**src/ntt_settings.svh**
```systemverilog
// ring size must be a power of two; data width must hold q, and the butterfly depth is fixed at 3
`ifndef NTT_SETTINGS_SVH
`define NTT_SETTINGS_SVH

// ring size N and its log
`define NTT_N        16
`define NTT_LOG_N    4

// coefficient, twiddle and modulus width
`define NTT_DATA_W   16

// butterfly register stages, multiply, reduce and add/sub
`define NTT_BFLY_LAT 3

`endif

```
**src/ntt_pkg.sv**
```systemverilog
// shared types for the single-PE NTT; widths follow ntt_settings.svh and N must stay a power of two
`default_nettype none
`include "ntt_settings.svh"

package ntt_pkg;

    typedef logic [`NTT_DATA_W-1:0] coef_t;    // coefficient, twiddle or q
    typedef logic [`NTT_LOG_N-1:0]  addr_t;    // coefficient RAM address
    typedef logic [`NTT_LOG_N-2:0]  tw_addr_t; // twiddle RAM address, N/2 entries

    // transform sequencing
    typedef enum logic [1:0] {
        st_idle,
        st_transform,
        st_drain
    } ntt_state_e;

endpackage

`default_nettype wire

```
**src/ntt_butterfly.sv**
```systemverilog
// Cooley-Tukey butterfly, three register stages; u, v and tw must already be reduced below q
`timescale 1ns/1ps
`default_nettype none
`include "ntt_settings.svh"

module ntt_butterfly import ntt_pkg::*; (
    input  logic  clk,
    input  logic  reset,
    input  coef_t q,
    input  coef_t u,
    input  coef_t v,
    input  coef_t tw,
    output coef_t sum,
    output coef_t diff
);

    logic [2*`NTT_DATA_W-1:0] prod;
    logic [`NTT_DATA_W:0]     add_full; // one carry bit
    coef_t u_d1;
    coef_t u_d2;
    coef_t t;
    coef_t sum_n;
    coef_t diff_n;

    // final add/sub with a single conditional correction
    always_comb begin
        add_full = {1'b0, u_d2} + {1'b0, t};
        sum_n    = (add_full >= {1'b0, q}) ? coef_t'(add_full - {1'b0, q}) : coef_t'(add_full);
        diff_n   = (u_d2 >= t) ? u_d2 - t : u_d2 + q - t; // wraps back into range
    end

    always_ff @(posedge clk or posedge reset) begin
        if (reset) begin
            prod <= '0;
            u_d1 <= '0;
            t    <= '0;
            u_d2 <= '0;
            sum  <= '0;
            diff <= '0;
        end else begin
            // stage 1, full product
            prod <= v * tw;
            u_d1 <= u;
            // stage 2, reduce mod q
            t    <= coef_t'(prod % q);
            u_d2 <= u_d1;
            // stage 3
            sum  <= sum_n;
            diff <= diff_n;
        end
    end

endmodule

`default_nettype wire

```
**src/ntt_coef_ram.sv**
```systemverilog
// two-port register-array RAM, one-cycle read latency, write port 1 wins if both ports hit one address
`timescale 1ns/1ps
`default_nettype none

module ntt_coef_ram import ntt_pkg::*; #(
    parameter int DEPTH_W = 4
) (
    input  logic               clk,
    input  logic               we0,
    input  logic               we1,
    input  logic [DEPTH_W-1:0] waddr0,
    input  logic [DEPTH_W-1:0] waddr1,
    input  coef_t              wdata0,
    input  coef_t              wdata1,
    input  logic [DEPTH_W-1:0] raddr0,
    input  logic [DEPTH_W-1:0] raddr1,
    output coef_t              rdata0,
    output coef_t              rdata1
);

    coef_t mem [0:(1 << DEPTH_W) - 1];

    always_ff @(posedge clk) begin
        if (we0) begin
            mem[waddr0] <= wdata0;
        end
        if (we1) begin
            mem[waddr1] <= wdata1; // later write, takes priority
        end
    end

    // read data registered, old contents on a same-cycle write
    always_ff @(posedge clk) begin
        rdata0 <= mem[raddr0];
        rdata1 <= mem[raddr1];
    end

endmodule

`default_nettype wire

```
**src/ntt_controller.sv**
```systemverilog
// forward NTT sequencer, one butterfly per cycle; each stage drains fully before the next starts
`timescale 1ns/1ps
`default_nettype none
`include "ntt_settings.svh"

module ntt_controller import ntt_pkg::*; (
    input  logic     clk,
    input  logic     reset,
    input  logic     start,
    input  logic     loader_busy,
    input  logic     unload_busy,
    input  logic     ld_we,
    input  addr_t    ld_waddr,
    input  coef_t    ld_wdata,
    input  addr_t    out_raddr,
    input  coef_t    sum,
    input  coef_t    diff,
    output logic     transform_busy,
    output logic     transform_done,
    output logic     we0,
    output logic     we1,
    output addr_t    waddr0,
    output addr_t    waddr1,
    output addr_t    raddr0,
    output addr_t    raddr1,
    output coef_t    wdata0,
    output coef_t    wdata1,
    output tw_addr_t tw_raddr
);

    localparam int DLY     = `NTT_BFLY_LAT + 1;   // RAM read plus butterfly
    localparam int STAGE_W = $clog2(`NTT_LOG_N);
    localparam int DRAIN_W = $clog2(`NTT_BFLY_LAT + 2);

    ntt_state_e         state;
    logic [STAGE_W-1:0] stage;
    logic [DRAIN_W-1:0] drain_cnt;
    tw_addr_t           blk;            // block index within the stage
    tw_addr_t           j;              // pair index within the block
    addr_t              half;           // h = 2^stage
    addr_t              a_lo;
    addr_t              a_hi;
    logic               j_last;
    logic               blk_last;
    logic [DLY-1:0]     wb_vld;
    addr_t              wb_a0 [DLY];
    addr_t              wb_a1 [DLY];

    assign half     = addr_t'(1) << stage;
    assign a_lo     = (addr_t'(blk) << (stage + 1)) | addr_t'(j);
    assign a_hi     = a_lo | half;
    assign tw_raddr = j << (`NTT_LOG_N - 1 - stage); // j * N/(2h)
    assign j_last   = (addr_t'(j) == half - 1'b1);
    assign blk_last = (blk == tw_addr_t'(((`NTT_N / 2) >> stage) - 1));

    assign transform_busy = (state != st_idle) | transform_done | unload_busy;

    always_ff @(posedge clk or posedge reset) begin
        if (reset) begin
            state          <= st_idle;
            stage          <= '0;
            blk            <= '0;
            j              <= '0;
            drain_cnt      <= '0;
            transform_done <= 1'b0;
        end else begin
            transform_done <= 1'b0;
            case (state)
                st_idle: begin
                    if (start && !loader_busy && !transform_busy) begin
                        state <= st_transform;
                    end
                end
                st_transform: begin
                    j <= j_last ? tw_addr_t'(0) : j + 1'b1;
                    if (j_last) begin
                        blk <= blk_last ? tw_addr_t'(0) : blk + 1'b1;
                        if (blk_last) begin
                            state <= st_drain; // all N/2 pairs issued
                        end
                    end
                end
                st_drain: begin
                    drain_cnt <= drain_cnt + 1'b1;
                    if (drain_cnt == DRAIN_W'(`NTT_BFLY_LAT + 1)) begin
                        drain_cnt <= '0;
                        if (stage == STAGE_W'(`NTT_LOG_N - 1)) begin
                            stage          <= '0;
                            state          <= st_idle;
                            transform_done <= 1'b1;
                        end else begin
                            stage <= stage + 1'b1;
                            state <= st_transform;
                        end
                    end
                end
                default: state <= st_idle;
            endcase
        end
    end

    // write-back line, matches read latency plus butterfly depth
    always_ff @(posedge clk or posedge reset) begin
        if (reset) begin
            wb_vld <= '0;
        end else begin
            wb_vld <= {wb_vld[DLY-2:0], state == st_transform};
        end
    end

    always_ff @(posedge clk) begin
        wb_a0[0] <= a_lo;
        wb_a1[0] <= a_hi;
        for (int i = 1; i < DLY; i++) begin
            wb_a0[i] <= wb_a0[i - 1];
            wb_a1[i] <= wb_a1[i - 1];
        end
    end

    // loader and unloader own the ports while idle
    always_comb begin
        if (state == st_idle) begin
            we0    = ld_we;
            we1    = 1'b0;
            waddr0 = ld_waddr;
            waddr1 = ld_waddr;
            wdata0 = ld_wdata;
            wdata1 = ld_wdata;
            raddr0 = out_raddr;
            raddr1 = out_raddr;
        end else begin
            we0    = wb_vld[DLY-1];
            we1    = wb_vld[DLY-1];
            waddr0 = wb_a0[DLY-1];
            waddr1 = wb_a1[DLY-1];
            wdata0 = sum;   // u + t to a
            wdata1 = diff;  // u - t to a + h
            raddr0 = a_lo;
            raddr1 = a_hi;
        end
    end

endmodule

`default_nettype wire

```
**src/ntt_core.sv**
```systemverilog
// single-PE forward NTT top; load twiddles and q once, then load, start and collect N words per transform
`timescale 1ns/1ps
`default_nettype none
`include "ntt_settings.svh"

module ntt_core import ntt_pkg::*; (
    input  logic  clk,
    input  logic  reset,
    input  logic  load_w,
    input  logic  load_data,
    input  logic  start,
    input  coef_t din,
    output logic  done,
    output logic  dout_valid,
    output coef_t dout
);

    logic     loader_busy;
    logic     transform_busy;
    logic     transform_done;
    logic     unload_busy;
    logic     tw_we;
    tw_addr_t tw_waddr;
    coef_t    tw_wdata;
    tw_addr_t tw_raddr;
    coef_t    tw_rdata;
    coef_t    q;
    logic     ld_we;
    addr_t    ld_waddr;
    coef_t    ld_wdata;
    addr_t    out_raddr;
    logic     we0;
    logic     we1;
    addr_t    waddr0;
    addr_t    waddr1;
    addr_t    raddr0;
    addr_t    raddr1;
    coef_t    wdata0;
    coef_t    wdata1;
    coef_t    rdata0;
    coef_t    rdata1;
    coef_t    sum;
    coef_t    diff;

    ntt_loader loader_i (
        .clk(clk), .reset(reset), .load_w(load_w), .load_data(load_data),
        .transform_busy(transform_busy), .din(din), .loader_busy(loader_busy),
        .tw_we(tw_we), .tw_waddr(tw_waddr), .tw_wdata(tw_wdata), .q(q),
        .ld_we(ld_we), .ld_waddr(ld_waddr), .ld_wdata(ld_wdata)
    );

    ntt_controller ctrl_i (
        .clk(clk), .reset(reset), .start(start), .loader_busy(loader_busy),
        .unload_busy(unload_busy), .ld_we(ld_we), .ld_waddr(ld_waddr),
        .ld_wdata(ld_wdata), .out_raddr(out_raddr), .sum(sum), .diff(diff),
        .transform_busy(transform_busy), .transform_done(transform_done),
        .we0(we0), .we1(we1), .waddr0(waddr0), .waddr1(waddr1),
        .raddr0(raddr0), .raddr1(raddr1), .wdata0(wdata0), .wdata1(wdata1),
        .tw_raddr(tw_raddr)
    );

    ntt_coef_ram #(.DEPTH_W(`NTT_LOG_N)) coef_ram_i (
        .clk(clk), .we0(we0), .we1(we1), .waddr0(waddr0), .waddr1(waddr1),
        .wdata0(wdata0), .wdata1(wdata1), .raddr0(raddr0), .raddr1(raddr1),
        .rdata0(rdata0), .rdata1(rdata1)
    );

    // twiddles use port 0 only
    ntt_coef_ram #(.DEPTH_W(`NTT_LOG_N - 1)) tw_ram_i (
        .clk(clk), .we0(tw_we), .we1(1'b0), .waddr0(tw_waddr), .waddr1(tw_waddr),
        .wdata0(tw_wdata), .wdata1(tw_wdata), .raddr0(tw_raddr), .raddr1(tw_raddr),
        .rdata0(tw_rdata), .rdata1()
    );

    ntt_butterfly bfly_i (
        .clk(clk), .reset(reset), .q(q), .u(rdata0), .v(rdata1), .tw(tw_rdata),
        .sum(sum), .diff(diff)
    );

    ntt_unloader unloader_i (
        .clk(clk), .reset(reset), .transform_done(transform_done), .rdata0(rdata0),
        .out_raddr(out_raddr), .unload_busy(unload_busy), .done(done),
        .dout(dout), .dout_valid(dout_valid)
    );

endmodule

`default_nettype wire

```
**src/ntt_loader.sv**
```systemverilog
// word-serial loader: din must carry N/2 twiddles then q, or N data words, with no gaps after the pulse
`timescale 1ns/1ps
`default_nettype none
`include "ntt_settings.svh"

module ntt_loader import ntt_pkg::*; (
    input  logic     clk,
    input  logic     reset,
    input  logic     load_w,
    input  logic     load_data,
    input  logic     transform_busy,
    input  coef_t    din,
    output logic     loader_busy,
    output logic     tw_we,
    output tw_addr_t tw_waddr,
    output coef_t    tw_wdata,
    output coef_t    q,
    output logic     ld_we,
    output addr_t    ld_waddr,
    output coef_t    ld_wdata
);

    logic  mode_w;   // twiddles, then q
    logic  mode_d;   // polynomial words
    addr_t cnt;
    addr_t cnt_rev;
    logic  q_word;

    assign q_word      = mode_w && (cnt == addr_t'(`NTT_N / 2));
    assign loader_busy = mode_w | mode_d;

    always_ff @(posedge clk or posedge reset) begin
        if (reset) begin
            mode_w <= 1'b0;
            mode_d <= 1'b0;
            cnt    <= '0;
        end else if (mode_w) begin
            mode_w <= !q_word;
            cnt    <= q_word ? addr_t'(0) : cnt + 1'b1;
        end else if (mode_d) begin
            if (cnt == addr_t'(`NTT_N - 1)) begin
                mode_d <= 1'b0;
            end
            cnt <= cnt + 1'b1; // wraps back to 0 on the last word
        end else if (!transform_busy) begin
            mode_w <= load_w;
            mode_d <= load_data & ~load_w; // load_w wins if both arrive
        end
    end

    always_ff @(posedge clk) begin
        if (q_word) begin
            q <= din;
        end
    end

    // standard order in, bit-reversed order in the RAM
    always_comb begin
        for (int i = 0; i < `NTT_LOG_N; i++) begin
            cnt_rev[i] = cnt[`NTT_LOG_N - 1 - i];
        end
    end

    assign tw_we    = mode_w && (cnt < addr_t'(`NTT_N / 2));
    assign tw_waddr = cnt[`NTT_LOG_N-2:0];
    assign tw_wdata = din;
    assign ld_we    = mode_d;
    assign ld_waddr = cnt_rev;
    assign ld_wdata = din;

endmodule

`default_nettype wire

```
**src/ntt_unloader.sv**
```systemverilog
// result streamer, N words in natural order right after done; no back-pressure, consumer takes every word
`timescale 1ns/1ps
`default_nettype none
`include "ntt_settings.svh"

module ntt_unloader import ntt_pkg::*; (
    input  logic  clk,
    input  logic  reset,
    input  logic  transform_done,
    input  coef_t rdata0,
    output addr_t out_raddr,
    output logic  unload_busy,
    output logic  done,
    output coef_t dout,
    output logic  dout_valid
);

    logic  rd_active;   // read addresses being issued
    addr_t rd_cnt;

    assign out_raddr   = rd_cnt;
    assign dout        = rdata0;      // RAM output is already registered
    assign unload_busy = rd_active | dout_valid;

    always_ff @(posedge clk or posedge reset) begin
        if (reset) begin
            rd_active  <= 1'b0;
            rd_cnt     <= '0;
            done       <= 1'b0;
            dout_valid <= 1'b0;
        end else begin
            done       <= transform_done;
            dout_valid <= rd_active; // one cycle behind the read address
            if (transform_done) begin
                rd_active <= 1'b1;
                rd_cnt    <= '0;
            end else if (rd_active) begin
                if (rd_cnt == addr_t'(`NTT_N - 1)) begin
                    rd_active <= 1'b0;
                end
                rd_cnt <= rd_cnt + 1'b1;
            end
        end
    end

endmodule

`default_nettype wire

```
**config.mk**
```make
export PLATFORM = sky130hd
export DESIGN_NAME = ntt_core
export DESIGN_NICKNAME = d
export VERILOG_FILES = /design/src/ntt_pkg.sv /design/src/ntt_butterfly.sv /design/src/ntt_coef_ram.sv /design/src/ntt_controller.sv /design/src/ntt_core.sv /design/src/ntt_loader.sv /design/src/ntt_unloader.sv
export VERILOG_INCLUDE_DIRS = /design/src
export SDC_FILE = /design/constraint.sdc
export NUM_CORES = 2
export LEC_CHECK = 0
export ABC_AREA = 1
export CORE_ASPECT_RATIO = 0.5
export CORE_UTILIZATION = 45
export CTS_CLUSTER_SIZE = 16
export DETAILED_ROUTE_END_ITERATION = 7
export DONT_BUFFER_PORTS = 1
export GPL_ROUTABILITY_DRIVEN = 0
export PLACE_DENSITY = 0.59
export RECOVER_POWER = 50
export SKIP_CTS_REPAIR_TIMING = 1
export SLEW_MARGIN = 20
export SYNTH_ARGS = -nofsm -noshare
export SYNTH_HDL_FRONTEND = slang
export SYNTH_SLANG_ARGS = --single-unit
```
**constraint.sdc**
```tcl
create_clock -name clk -period 162.7 [get_ports clk]
set_input_delay 0 -clock clk [delete_from_list [all_inputs] [get_ports clk]]
set_output_delay 0 -clock clk [all_outputs]
set_load 0.05 [all_outputs]
```
## Word-level counts from Yosys, hierarchy flattened

Memory sizes are Yosys's and may differ from the RTL's. A register that Yosys moved wholly into a read port is not among the register bits.
Index checks and enable logic that the tools add are counted.

- Bits in registers: 159
- RAM bits: 416
- Input port bits: 21
- Output and inout bits: 18
- Logic and storage cells: 127
- Memories kept: 4

Memories:

| name | words | bits a word | rd ports | clocked after Yosys merged registers in | wr ports | RTL line | text |
|---|---|---|---|---|---|---|---|
| coef_ram_i.mem | 16 | 16 | 2 | 2 | 2 | ntt_coef_ram.sv:21 | `coef_t mem [0:(1 << DEPTH_W) - 1];` |
| tw_ram_i.mem | 8 | 16 | 1 | 1 | 1 | ntt_coef_ram.sv:21 |  |
| ctrl_i.wb_a0 | 4 | 4 | 4 | 0 | 4 | ntt_controller.sv:46 | `addr_t wb_a0 [DLY];` |
| ctrl_i.wb_a1 | 4 | 4 | 4 | 0 | 4 | ntt_controller.sv:47 | `addr_t wb_a1 [DLY];` |

- Add/subtract/negate cells: 15
- Multipliers: 1
- Divide/modulo/power cells: 1
- Order comparisons: 3
- Equality and inequality tests: 13
- Shift-type cells: 4
- Mux-type cells: 43
- Bitwise logic cells: 8
- Reductions and logical operators: 14

Operators with widths:

| kind | count |
|---|---|
| $mux 16 | 4 |
| $sub 16x16->16 | 3 |
| $mux 4 | 9 |
| $mod 32x16->32 | 1 |
| $mul 16x16->32 | 1 |
| $shl 3x32->3 | 1 |
| $shl 3x32->4 | 1 |
| $mux 1 | 21 |
| $add 16x16->17 | 1 |
| $ge 17x16->1 | 1 |
| $add 16x16->16 | 1 |
| $ge 16x16->1 | 1 |
| $eq 4x4->1 const B | 3 |
| $mux 2 | 5 |
| $add 3x1->3 const B | 3 |
| $mux 3 | 3 |
| $add 4x1->4 const B | 2 |
| $ne 2x1->1 const B | 4 |
| $pmux 2 s3 | 1 |
| $reduce_bool 2->1 | 3 |
| $eq 2x2->1 const B | 2 |
| $eq 3x4->1 | 1 |
| $logic_and 1x1->1 | 4 |
| $lt 4x4->1 const B | 1 |
| other kinds (19) | 25 |

## Logic depth before layout (Yosys ltp)

- Depth in word-level cells: 7
- Gate-level depth with buffers: 642
- Mapped depth without buffers: 595

## Hierarchy

A second synthesis with hierarchy kept.

- Cell total of the unflattened synthesis: 9828
- Area total of the unflattened synthesis: 69362.8 µm²

By module, submodules not included:

| module | instances | cells an instance | area an instance (µm²) | seq. area each (µm²) |
|---|---|---|---|---|
| ntt_butterfly | 1 | 5799 | 39534.2 | 2802.7 |
| ntt_coef_ram (coef_ram_i) | 1 | 2336 | 17038.8 | 8328.0 |
| ntt_coef_ram (tw_ram_i) | 1 | 1232 | 8928.6 | 4484.3 |
| ntt_controller | 1 | 318 | 2341.0 | 1091.0 |
| ntt_loader | 1 | 93 | 1082.3 | 630.6 |
| ntt_unloader | 1 | 49 | 434.2 | 175.2 |
| ntt_core | 1 | 1 | 3.8 | 0.0 |

## Worst setup path after synthesis

No wires, ideal clock.

- Path type: register to register
- From: reg loader_i.q[0]
- To: reg bfly_i.t[13]
- Setup time: 0.117 ns
- Arrival: 79.510 ns
- Required time: 162.583 ns
- Slack: 83.074 ns
- Cell stages (with the launch flop): 611
- Buffers on the path: 51
- Clock period less this slack: 79.626 ns
- Cells stage by stage: edfxtp_1 > inv_1 > ha_1 > inv_1 > nor2_1 > nand2_1 > nor2_1 > nand2_1 > nor2_1 > nand2_1 > nand2_1 > nand2_1 > nand2_1 > inv_1 > ha_1 > nand2_1 > inv_1 > o2111ai_1 > (+575 left out) > nand3_1 > nand2_1 > nand3_1 > nand2_1 > nand3_1 > nand2_1 > nand3_1 > nand2_1 > a211o_1 > a21oi_1 > nand2_1 > nor2_4 > inv_1 > nor2_2 > nand3_2 > buf_4 > nand2_1 > nand2_1

- Word-level cells in the longest chain between the ends: 1

RTL lines:

| what | RTL line | text |
|---|---|---|
| start, declared | ntt_loader.sv:17 | `output coef_t q,` |
| start signal, assigned | ntt_loader.sv:53 | `q <= din;` |
| $mod 32x16->32 | ntt_butterfly.sv:45 | `t <= coef_t'(prod % q);` |
| end signal, assigned | ntt_butterfly.sv:45 |  |
| end, declared | ntt_butterfly.sv:21 | `coef_t t;` |

No other way between the ends.
A chain may end at the register's enable or synchronous reset.

## Final worst setup path

- From: reg loader_i.q[15]
- To: reg bfly_i.t[15]

The elaborated chain is that of the path after synthesis.

==> run metrics <==
outcome=finished with violations; violated checks=negative hold slack, max-capacitance violations, max-slew violations; Final TNS setup=0 ps; Ports=39; FF-to-FF path depth=568; Residual DRC=0; Fin. Hold Viols=9; Cell variety after synth=77; initial antenna violation count=10; root buffer cell=clkbuf_16; Max Cap Viol=13; most common cell after layout, fill and taps aside=nand2_1; crit path DAT=89360 ps; Net Count, Synth=9371; synth warn=0; Core Area=138400 sq um; crit start category=register; crit path time final=88770 ps; Reg2Reg Setup Slack=73930 ps; pwr/cell area=4.857 nW/um^2; GR Util All Layers=27.01%; Clock transition at path regs=60 ps; Pre-Repair DR Iteration Count=7; starting density of the core=45.78%; worst slew pin tran=2884 ps; GRT met3 Usage=3.645%; Cells on Worst Hold Path=5; Max-slew headroom=-92.26%; min-delay worst type=in -> reg; share of layout cells above drive strength 1=6.920%; CTS Buffer Depth=3; Via density=5.455; Tot Pwr=0.3275 mW; clock sink total=623; Critical R2R Capture=bfly_i.t[15]; maximum clock frequency=0.01126 GHz; cell mode on critical path=nand2_1; sequential area share after synthesis=27.14%; VDD IR max=6.713 uV; leading cell types in the layout, fill and taps excluded=nand2_1 (2037), inv_1 (1160), o21ai_0 (821); CTS buffer count=68; RSZ-0062 raised after global routing=no; Mapped Cells=8564; PortBufs=0; first-pass GRT wire length=301.6 mm; worst path required time=163290 ps; final global-route overflow total=0; CP max FO=33; worst r2r src=loader_i.q[15]; fin crit share=54.56%; Slowest cell on crit path=a21oi_2; Setup Skew=49.27 ps; Die Area=142400 sq um; Layout area overhead=6.447%; Post-synth EDFFs=400; H-tree depth=3; GRT met2 Usage=42.62%; Worst Setup Path Type=reg -> reg; Final Routed Wirelength=195.1 mm; largest net degree at the start of global routing=235; DRT antenna net count=0; Max Slew Vio Count=512; vias in the first global route=52010; Skew-Pair Late Insertion Delay=660 ps; chip height=267.3 um; CP max stage delay=700 ps; vias=56190; ys flop type=edfxtp_1; Final Hold Slack=-16.23 ps; mapped cell area=63340 sq um; initial DRC count=4929; Worst Hold End=coef_ram_i.mem[14][9]; ant diodes=0; Post-synth ARST share=22.95%; syn_area_per_cell=7.396 sq um; Hold Path Origin=din[9]; HPWL after DPL=138.8 mm; Die W=532.6 um; drt wl/cell=18.94 um; Rows=96; Yosys reg bits=623; GRT busiest layer=met2; final setup violating endpoints=0; fillers=13700; leakage=32.80 nW; crit end category=register; met1 usage=39.07%; nets@finish=9191; CTS tree=done
state kept, by name (all words and copies together), names as in the netlist, 4 cells and up:
register,flops
tw_ram_i.rdata0,16
coef_ram_i.rdata0,16
ctrl_i.wb_vld,4
ctrl_i.wb_a1,16
tw_ram_i.mem,128
coef_ram_i.rdata1,16
bfly_i.t,16
bfly_i.diff,16
ctrl_i.wb_a0,16
bfly_i.prod,32
unloader_i.out_raddr,4
loader_i.q,16
bfly_i.u_d1,16
bfly_i.sum,16
loader_i.cnt,4
bfly_i.u_d2,16
coef_ram_i.mem,256
worst max path at each step:
stage | startpoint | endpoint | slack (ps) | cells after the start
3_3_place_gp | loader_i.q[15] | bfly_i.t[13] | 76910 | 564
5_1_grt | loader_i.q[0] | bfly_i.t[15] | 62600 | 570
2_1_floorplan | loader_i.q[0] | bfly_i.t[13] | 83070 | 610
4_1_cts | loader_i.q[15] | bfly_i.t[13] | 74560 | 566
3_5_place_dp | loader_i.q[15] | bfly_i.t[13] | 74850 | 567
6_report | loader_i.q[15] | bfly_i.t[15] | 73930 | 568
cells by family after synthesis:
| family | share of synthesized area [%] |
|---|---|
| AOI/OAI and AO/OA | 16.69 |
| DFF | 27.14 |
| muxes | 0.01580 |
| xor gates and xnor gates | 5.351 |
| and+or+nand+nor | 22.83 |
| buffers and inverters | 9.922 |
| adders and majority gates | 18.05 |
Yosys cell counts, drive strengths merged, types with 11 or more instances:
library cell	number	share of area [%]
nand2	2100	13
inv	1234	7.3
o21ai	886	7.1
ha	573	11
a21oi	544	4.5
nor2	462	3.3
nand3	431	3.9
edfxtp	400	19
clkbuf	321	1.9
xor2	262	3.6
fa	213	6.7
dfrtp	143	5.6
o211ai	142	1.7
xnor2	125	1.7
nand4	91	1.0
or2	91	0.90
dfxtp	80	2.5
nor3	56	0.44
o21bai	55	0.69
a31oi	43	0.42
o221ai	42	0.58
buf	41	0.46
clkinv	36	0.22
o31ai	29	0.34
o22ai	26	0.26
a21o	23	0.27
nand3b	17	0.21
nor4	16	0.16
a211oi	11	0.14
and2	11	0.11
power breakdown:
group | internal [mW] | switching (mW)
combinational | 0.00120 | 0.00329
clock | 0.0831 | 0.0712
sequential | 0.168 | 0.000785
total | 0.252 | 0.0752
area by class of cell:
type | instances | area [sq um] | area share, %
multi-input combinational | 6309 | 40130 | 59.52
sequential | 623 | 17190 | 25.50
inverter | 1270 | 4778 | 7.087
tap | 1862 | 2330 | 3.455
clock buffer | 86 | 1831 | 2.715
timing repair buffer | 112 | 818.3 | 1.214
clock inverter | 39 | 344.1 | 0.5103
worst max-delay path: cells and delay by family, from the launching register on:
kind            cells  cell delay [ps]
compound gates    187            35220
simple gates      235            29310
buf+inv           111            12390
fa+ha+maj          31            10460
xor+xnor            4              590
flops               1              510
metrics by stage:
step                instance area (sq um)  utilization (%)  setup slack, ps  instances  hold WS (ps)
finish                              67430            48.73            73930      10300        -16.23
floorplan                           63340                -            83070       8564         98.87
CTS                                 67280            48.62            74560      10280        -739.0
detailed placement                  65100            47.05            74850      10150        -15.72
global placement                    65100            47.04            76910      10150        -16.75
global route                        67430            48.73            62600      10300      0.005829
per-layer routing:
layer	share of wire [%]	vias to the layer above	wire length, um
li1	-	27940	-
met1	48	26220	92960
met2	43	1757	84160
met3	6.9	272	13460
met4	2.3	4	4537
met5	0.012	-	23
Note: power is estimated with default switching activity, not from simulation.
